===== src/common/datapath_params.svh =====
`ifndef DATAPATH_PARAMS_SVH
`define DATAPATH_PARAMS_SVH

// Word width of the bus and of every register
`define DATA_WIDTH 32

// General-purpose register file size
`define REG_COUNT 16
`define REG_ADDR_WIDTH 4

`endif


===== src/common/aluPkg.sv =====
package aluPkg;

    // ALU operation codes, multiply keeps code 5
    typedef enum logic [3:0] {
        opAdd  = 4'd0,
        opSub  = 4'd1,
        opAnd  = 4'd2,
        opOr   = 4'd3,
        opShl  = 4'd6,
        opShr  = 4'd7,
        opMul  = 4'd5,
        opPass = 4'd8
    } aluOpT;

endpackage


===== src/common/busPkg.sv =====
package busPkg;

    // Bus driver select
    // Low codes pick the register file, the rest follow the legacy select map
    typedef enum logic [4:0] {
        srcGp    = 5'd0,   // Register file at gpAddr
        srcHi    = 5'd16,
        srcLo    = 5'd17,
        srcZHigh = 5'd18,
        srcZLow  = 5'd19,
        srcPc    = 5'd20,
        srcMdr   = 5'd21,
        srcIr    = 5'd22,
        srcNone  = 5'd31   // Bus reads zero
    } busSrcT;

endpackage


===== src/common/cpuBusIf.sv =====
`timescale 1ns/1ps
`include "datapath_params.svh"

interface cpuBusIf;

    logic [`DATA_WIDTH-1:0] busValue;    // Shared bus
    logic [`DATA_WIDTH-1:0] gpValue;     // Addressed general-purpose register
    logic [`DATA_WIDTH-1:0] pcValue;
    logic [`DATA_WIDTH-1:0] irValue;
    logic [`DATA_WIDTH-1:0] mdrValue;
    logic [`DATA_WIDTH-1:0] hiValue;
    logic [`DATA_WIDTH-1:0] loValue;
    logic [`DATA_WIDTH-1:0] zHighValue;
    logic [`DATA_WIDTH-1:0] zLowValue;

    // Register blocks present their contents here
    modport source (
        output gpValue, pcValue, irValue, mdrValue, hiValue, loValue, zHighValue, zLowValue
    );

    modport mux (
        input  gpValue, pcValue, irValue, mdrValue, hiValue, loValue, zHighValue, zLowValue,
        output busValue
    );

    modport sink (
        input busValue
    );

endinterface


===== src/alu/aluCore.sv =====
`timescale 1ns/1ps
`include "datapath_params.svh"

module aluCore (
    input  logic                   clock,
    input  logic                   reset,
    input  logic [`DATA_WIDTH-1:0] busValue,
    input  aluPkg::aluOpT          aluOp,
    input  logic                   yLoad,
    input  logic                   zLoad,
    cpuBusIf.source                bus
);

    localparam int ResultWidth = 2 * `DATA_WIDTH;

    logic [`DATA_WIDTH-1:0] yReg;        // Held operand A
    logic [ResultWidth-1:0] zReg;        // Split result register
    logic [ResultWidth-1:0] aluResult;
    logic [4:0]             shiftAmount;
    logic [`DATA_WIDTH-1:0] lowResult;

    assign shiftAmount = busValue[4:0];

    // 32-bit operations, upper half of Z gets zero
    always_comb begin
        case (aluOp)
            aluPkg::opAdd:  lowResult = yReg + busValue;
            aluPkg::opSub:  lowResult = yReg - busValue;
            aluPkg::opAnd:  lowResult = yReg & busValue;
            aluPkg::opOr:   lowResult = yReg | busValue;
            aluPkg::opShl:  lowResult = yReg << shiftAmount;
            aluPkg::opShr:  lowResult = yReg >> shiftAmount;   // Logical shift
            aluPkg::opPass: lowResult = busValue;
            default:        lowResult = '0;
        endcase
    end

    // Multiply is the only op that fills both halves
    always_comb begin
        if (aluOp == aluPkg::opMul) begin
            aluResult = ResultWidth'(yReg) * ResultWidth'(busValue);
        end else begin
            aluResult = {{`DATA_WIDTH{1'b0}}, lowResult};
        end
    end

    always_ff @(posedge clock) begin
        if (reset) begin
            yReg <= '0;
            zReg <= '0;
        end else begin
            if (yLoad) yReg <= busValue;
            if (zLoad) zReg <= aluResult;
        end
    end

    assign bus.zHighValue = zReg[ResultWidth-1:`DATA_WIDTH];
    assign bus.zLowValue  = zReg[`DATA_WIDTH-1:0];

endmodule


===== src/design/busDatapath.sv =====
`timescale 1ns/1ps
`include "datapath_params.svh"

module busDatapath (
    input  logic                       clock,
    input  logic                       reset,
    input  busPkg::busSrcT             busSrc,
    input  logic [`REG_ADDR_WIDTH-1:0] gpAddr,
    input  logic                       gpLoad,
    input  logic                       pcLoad,
    input  logic                       incPc,
    input  logic                       irLoad,
    input  logic                       marLoad,
    input  logic                       mdrLoad,
    input  logic                       mdrRead,
    input  logic                       yLoad,
    input  logic                       zLoad,
    input  logic                       hiLoad,
    input  logic                       loLoad,
    input  aluPkg::aluOpT              aluOp,
    input  logic [`DATA_WIDTH-1:0]     memData,
    output logic [`DATA_WIDTH-1:0]     busOut,
    output logic [`DATA_WIDTH-1:0]     marValue,
    output logic [`DATA_WIDTH-1:0]     hiOut,
    output logic [`DATA_WIDTH-1:0]     loOut
);

    cpuBusIf cpuBus ();

    registerFile gpRegs (
        .clock    (clock),
        .reset    (reset),
        .gpAddr   (gpAddr),
        .gpLoad   (gpLoad),
        .busValue (cpuBus.busValue),
        .bus      (cpuBus.source)
    );

    specialRegisters specRegs (
        .clock    (clock),
        .reset    (reset),
        .busValue (cpuBus.busValue),
        .memData  (memData),
        .pcLoad   (pcLoad),
        .incPc    (incPc),
        .irLoad   (irLoad),
        .marLoad  (marLoad),
        .mdrLoad  (mdrLoad),
        .mdrRead  (mdrRead),
        .hiLoad   (hiLoad),
        .loLoad   (loLoad),
        .marValue (marValue),   // Memory address leaves directly
        .bus      (cpuBus.source)
    );

    aluCore alu (
        .clock    (clock),
        .reset    (reset),
        .busValue (cpuBus.busValue),
        .aluOp    (aluOp),
        .yLoad    (yLoad),
        .zLoad    (zLoad),
        .bus      (cpuBus.source)
    );

    busMux mux (
        .busSrc (busSrc),
        .bus    (cpuBus.mux)
    );

    assign busOut = cpuBus.busValue;
    assign hiOut  = cpuBus.hiValue;   // Multiply result halves
    assign loOut  = cpuBus.loValue;

endmodule


===== src/design/busMux.sv =====
`timescale 1ns/1ps

module busMux (
    input  busPkg::busSrcT busSrc,
    cpuBusIf.mux           bus
);

    // Single driver for the shared bus
    always_comb begin
        case (busSrc)
            busPkg::srcGp:    bus.busValue = bus.gpValue;
            busPkg::srcHi:    bus.busValue = bus.hiValue;
            busPkg::srcLo:    bus.busValue = bus.loValue;
            busPkg::srcZHigh: bus.busValue = bus.zHighValue;
            busPkg::srcZLow:  bus.busValue = bus.zLowValue;
            busPkg::srcPc:    bus.busValue = bus.pcValue;
            busPkg::srcMdr:   bus.busValue = bus.mdrValue;
            busPkg::srcIr:    bus.busValue = bus.irValue;
            default:          bus.busValue = '0;   // srcNone and unused codes
        endcase
    end

endmodule


===== src/registers/registerFile.sv =====
`timescale 1ns/1ps
`include "datapath_params.svh"

module registerFile (
    input  logic                       clock,
    input  logic                       reset,
    input  logic [`REG_ADDR_WIDTH-1:0] gpAddr,
    input  logic                       gpLoad,
    input  logic [`DATA_WIDTH-1:0]     busValue,
    cpuBusIf.source                    bus
);

    logic [`DATA_WIDTH-1:0] gpRegs [`REG_COUNT];

    // One write port, addressed register captures the bus
    always_ff @(posedge clock) begin
        if (reset) begin
            for (int i = 0; i < `REG_COUNT; i++) begin
                gpRegs[i] <= '0;
            end
        end else if (gpLoad) begin
            gpRegs[gpAddr] <= busValue;
        end
    end

    // Same address reads back combinationally
    assign bus.gpValue = gpRegs[gpAddr];

endmodule


===== src/registers/specialRegisters.sv =====
`timescale 1ns/1ps
`include "datapath_params.svh"

module specialRegisters (
    input  logic                   clock,
    input  logic                   reset,
    input  logic [`DATA_WIDTH-1:0] busValue,
    input  logic [`DATA_WIDTH-1:0] memData,
    input  logic                   pcLoad,
    input  logic                   incPc,
    input  logic                   irLoad,
    input  logic                   marLoad,
    input  logic                   mdrLoad,
    input  logic                   mdrRead,
    input  logic                   hiLoad,
    input  logic                   loLoad,
    output logic [`DATA_WIDTH-1:0] marValue,
    cpuBusIf.source                bus
);

    logic [`DATA_WIDTH-1:0] pcReg;
    logic [`DATA_WIDTH-1:0] irReg;
    logic [`DATA_WIDTH-1:0] marReg;
    logic [`DATA_WIDTH-1:0] mdrReg;
    logic [`DATA_WIDTH-1:0] hiReg;
    logic [`DATA_WIDTH-1:0] loReg;
    logic [`DATA_WIDTH-1:0] mdrNext;

    // Memory read takes priority over the bus
    assign mdrNext = mdrRead ? memData : busValue;

    always_ff @(posedge clock) begin
        if (reset) begin
            pcReg  <= '0;
            irReg  <= '0;
            marReg <= '0;
            mdrReg <= '0;
            hiReg  <= '0;
            loReg  <= '0;
        end else begin
            if (pcLoad) begin
                pcReg <= busValue;   // Jump beats increment
            end else if (incPc) begin
                pcReg <= pcReg + `DATA_WIDTH'(1);
            end
            if (irLoad)  irReg  <= busValue;
            if (marLoad) marReg <= busValue;
            if (mdrLoad) mdrReg <= mdrNext;
            if (hiLoad)  hiReg  <= busValue;
            if (loLoad)  loReg  <= busValue;
        end
    end

    assign marValue     = marReg;
    assign bus.pcValue  = pcReg;
    assign bus.irValue  = irReg;
    assign bus.mdrValue = mdrReg;
    assign bus.hiValue  = hiReg;
    assign bus.loValue  = loReg;

endmodule


===== config.mk =====
export PLATFORM = sky130hd
export DESIGN_NAME = busDatapath
export DESIGN_NICKNAME = d
export VERILOG_FILES = /design/src/common/aluPkg.sv /design/src/common/busPkg.sv /design/src/common/cpuBusIf.sv /design/src/alu/aluCore.sv /design/src/design/busDatapath.sv /design/src/design/busMux.sv /design/src/registers/registerFile.sv /design/src/registers/specialRegisters.sv
export VERILOG_INCLUDE_DIRS = /design/src /design/src/common
export SDC_FILE = /design/constraint.sdc
export NUM_CORES = 2
export LEC_CHECK = 0
export BUFFER_PORTS_ARGS = -buffer_cell sky130_fd_sc_hd__buf_2
export CAP_MARGIN = 20
export CELL_PAD_IN_SITES_DETAIL_PLACEMENT = 2
export CELL_PAD_IN_SITES_GLOBAL_PLACEMENT = 2
export CORE_UTILIZATION = 45
export CTS_CLUSTER_SIZE = 25
export DETAILED_ROUTE_END_ITERATION = 8
export PLACE_DENSITY_LB_ADDON = 0.1
export SLEW_MARGIN = 10
export SYNTH_ARGS = -nofsm -noshare
export SYNTH_HDL_FRONTEND = slang
export SYNTH_SLANG_ARGS = --single-unit

===== constraint.sdc =====
create_clock -name clock -period 33.2 [get_ports clock]
set_clock_uncertainty 0.05 [all_clocks]
set_input_delay 9.96 -clock clock [delete_from_list [all_inputs] [get_ports clock]]
set_output_delay 9.96 -clock clock [all_outputs]
set_load 0.03 [all_outputs]

==> reports/summary.log <==
INFO  power          power_per_cell_area=34.8mW/mm²
INFO  final_layout   syn_to_final_growth=8.00%
INFO  drt            via_per_inst=6.42
INFO  clocking       ctsHoldBuffers=0
INFO  grt            grt_pass1_wl=501000µm
INFO  grt            grt_max_degree=94
INFO  die            die_height=407µm
INFO  sta            maxClockFrequency=41.9MHz
INFO  critical_path  critical_path_arrival=13.88ns
INFO  die            fp.coreArea=0.163mm²
INFO  yosys          synth_simple_gate_area_share=0.161
INFO  clocking       cts_tree=yes
INFO  critical_path  top_family_by_delay_on_critical_path=buffers and inverters
INFO  placed_design  placed_area=0.0767mm²
INFO  run_status     run_status=finished clean
INFO  clocking       tritoncts.num_buffers=88
INFO  sta            tns=0ns
INFO  flow_run       max_cap_violations=0
INFO  critical_path  start_kind=primary input
INFO  grt            grt_util_all_layers=0.429
INFO  clocking       cts_max_level=3
INFO  power          cellInternalPower=1.85mW
INFO  drt            route.detailed.drc=0
INFO  drt            initialDrtViolationCount=7100
INFO  min_path       path_type_of_the_worst_min_delay_path=reg2reg
INFO  grt            grt_overflow=0
INFO  sta            slew_headroom=0.149
INFO  yosys          largest_family_of_logic_cells_by_synthesized_area=adder cells
INFO  clocking       clk_path_buf_depth=3
INFO  placed_design  globalplace.congestion=0.992
INFO  sta            tightest_slew=1.26ns
INFO  grt            antenna_found_initial=29
INFO  power          net-switching-power=927µW
INFO  sta            post_route_clock_period_utilization=0.720
INFO  die            rows=148
INFO  final_layout   final_cell_area=0.0797mm²
INFO  sta            hold_viol_final=0
INFO  die            floorplan.die.width=407µm
INFO  yosys          synth_seq_area_share=0.286
INFO  yosys          yosysUniqueCellTypes=105
INFO  yosys          synth_compound_gate_area_share=0.0981
INFO  critical_path  critical_path_end_type=output port
INFO  power          power.leakage=34.3nW
INFO  drt            wl_per_cell=36.4µm
INFO  sta            timing.final.max_slew_violations=0
INFO  clocking       cts_resized=0
INFO  critical_path  setup.worst_path.class=in2out
INFO  drt            antenna_left=0
INFO  grt            first_global_vias=68400
INFO  power          register_share_of_total_power=0.412
INFO  critical_path  critical-path-top-cell-by-count=buf_4
INFO  die            initial_utilization=0.453
INFO  die            pin_count=186
INFO  final_layout   fill_cells=16900
INFO  critical_path  worstPathMaxFanout=81
INFO  yosys          synth_xor_xnor_area_share=0.0167
INFO  clocking       cts_root_buffer=clkbuf_16
INFO  sta            period_needed=23.89ns
INFO  drt            drt_total_wl=355000µm
INFO  yosys          synthFlopType=edfxtp_1
INFO  yosys          yosys.area_share.adder=0.294
INFO  yosys          synth_area_per_cell=9.65µm²
INFO  final_layout   utilization=0.490
INFO  critical_path  critical-path-max-stage-delay=0.76ns
INFO  critical_path  timing.critical_path.cells=buf_6 -> buf_4 -> mux4_2 -> a22o_1 -> nor4_4 -> buf_4 -> inv_2 -> buf_2
INFO  power          comb_power_share=0.214
INFO  yosys          asyncSetResetFlopFracSynth=0
INFO  final_layout   layout-drive-gt1-share=0.107
INFO  placed_design  place_hpwl=255000µm
INFO  critical_path  worstPathBufferInverterCount=5
INFO  final_layout   fin_nets=8763
INFO  sta            setup_repair_after_global_routing_missed_its_margin=false
INFO  sta            setup-violations-final=0
INFO  clocking       clkTransAtPathRegs=0.06ns
INFO  critical_path  crit_slowest_cell=buf_4
INFO  clocking       cts_setup_buffers=0
INFO  yosys          synth-seq-cells=800
INFO  clocking       tritoncts_num_sinks=800
INFO  power          clkPwrFrac=0.375
INFO  yosys          ys.warnings.count=0
INFO  yosys          synthCells=7649
INFO  drt            detailroute.via_count=62700
INFO  die            design.die.area=0.166mm²
INFO  power          p_sw_frac=0.334
INFO  yosys          yosys-mux-area-fraction=0.0602
INFO  critical_path  ff2ff_setup_slack=21.24ns
INFO  yosys          netlist_area=0.0738mm²
INFO  yosys          synth_enable_flop_cells=512
INFO  power          vdd_drop_max=0.0000461V
INFO  yosys          postSynthNetCount=8903
INFO  critical_path  critical_path_required=23.19ns
INFO  placed_design  place.port_buffers=185
INFO  clocking       source_to_sink_clock_delay_at_the_later_pin_of_the_worst_skew_pair=0.71ns
INFO  drt            drt_first_pass_iters=9
==> power groups by stage <==
stage          combinational, mW  clock, mW  sequential (mW)
6_report                   0.593       1.04             1.14
5_1_grt                    0.616       1.08             1.14
4_1_cts                    0.576       1.04             1.14
3_5_place_dp               0.571          0             1.16
3_3_place_gp               0.548          0             1.16
2_1_floorplan              0.336          0             1.14
==> synth_stat cells (14+ instances only) <==
cell type,n,area share
xor2_1,44,0.0052
nor2b_1,74,0.0063
and3_1,64,0.0054
a31oi_1,29,0.0025
o21ai_0,187,0.013
nand4_1,36,0.0031
nor2_1,1000,0.051
buf_6,16,0.0024
a311oi_1,16,0.0019
or3_1,14,0.0012
a21oi_1,178,0.012
edfxtp_1,512,0.21
nor3_1,39,0.0026
a21o_1,60,0.0061
mux2i_1,116,0.016
nand3_1,84,0.0057
mux4_2,128,0.039
mux2_2,30,0.0046
buf_1,85,0.0043
dfxtp_1,288,0.078
nand2b_1,31,0.0026
o211ai_1,36,0.0037
buf_2,41,0.0028
o21a_1,22,0.0022
a221oi_1,30,0.0036
a222oi_1,21,0.0028
fa_1,897,0.24
ha_1,299,0.051
nand2_1,775,0.039
a22oi_1,72,0.0073
and2_1,415,0.035
inv_1,947,0.048
clkbuf_1,481,0.024
a211oi_1,222,0.023
xnor2_1,97,0.012
==> kinds of logic (layout without fill, tap and decap cells) <==
family | after synthesis | count (layout)
other | 0 | 9
adders and majority gates | 1196 | 1196
and+or+nand+nor | 2597 | 2597
buffers and inverters | 1591 | 1524
muxes | 278 | 278
AOI/OAI and AO/OA | 1046 | 1046
xor gates and xnor gates | 141 | 141
DFF | 800 | 800
==> through the flow <==
| stage | cells | hold WS [ns] | total power [mW] | setup WS [ns] |
|---|---|---|---|---|
| floorplan | 7649 | 0.371 | 1.48 | 10.31 |
| global placement | 9590 | 0.422 | 1.71 | 9.37 |
| detailed placement | 9592 | 0.432 | 1.73 | 9.31 |
| CTS | 9755 | 0.441 | 2.76 | 9.29 |
| global route | 9757 | 0.459 | 2.84 | 9.20 |
| finish | 9766 | 0.438 | 2.78 | 9.31 |
==> path summary, 6_finish.rpt <==
check	start	to	depth (start not counted)
max	gpAddr[1]	busOut[7]	8
min	specRegs.marValue[7]$_SDFFE_PP0P_	specRegs.marValue[7]$_SDFFE_PP0P_	2
max reg2reg	alu.zReg[8]$_SDFFE_PP0P_	alu.zReg[62]$_SDFFE_PP0P_	33
min reg2reg	specRegs.marValue[7]$_SDFFE_PP0P_	specRegs.marValue[7]$_SDFFE_PP0P_	2
==> cell type report <==
type / instances / area [µm²] / area share
diodes: 9 / 22.5 / 0.000283
clock buffers: 115 / 2450 / 0.0308
clock inverters: 48 / 519 / 0.00651
inverters: 959 / 3610 / 0.0453
multi-input cells: 5258 / 46600 / 0.585
flip-flops and latches: 800 / 21200 / 0.266
well taps: 2175 / 2720 / 0.0341
repair buffers: 402 / 2620 / 0.0329
==> registers in the layout (all words and copies together), names as in the netlist <==
name	count
alu.yReg	32
specRegs.marValue	32
specRegs.bus.irValue	32
specRegs.bus.pcValue	32
gpRegs.gpRegs	512
specRegs.bus.loValue	32
specRegs.bus.mdrValue	32
alu.zReg	64
specRegs.bus.hiValue	32
==> per-layer routing <==
| metal | global-route usage | vias up | routed length [µm] |
|---|---|---|---|
| li1 | - | 24800 | - |
| met1 | 0.538 | 33300 | 132000 |
| met2 | 0.688 | 3583 | 165000 |
| met3 | 0.0882 | 989 | 34000 |
| met4 | 0.247 | 18 | 23900 |
| met5 | 0 | - | 121 |
==> cell usage in the layout, fill, tap and decap left out, drive strengths merged, types with 60 or more instances in the layout <==
master  Yosys  layout
dfxtp     288     288
and2      417     417
inv       954     958
nor2     1001    1001
ha        299     299
fa        897     897
nor2b      74      74
nand3      84      84
edfxtp    512     512
o21ai     193     193
buf       151     402
mux2i     118     118
and3       65      65
xnor2      97      97
mux4      128     128
clkbuf    481     115
nand2     776     776
a21o       60      60
a21oi     179     179
a211oi    224     224
a22oi      72      72
==> worst reg2reg max path, delay by kind of cell, from the launching register on <==
family	cells	cell delay (ns)
buffers and inverters	8	1.25
adders and majority gates	9	4.31
DFF	1	0.40
AOI/OAI and AO/OA	9	3.10
and+or+nand+nor	7	2.81
Note: power is estimated with default switching activity, not from simulation.
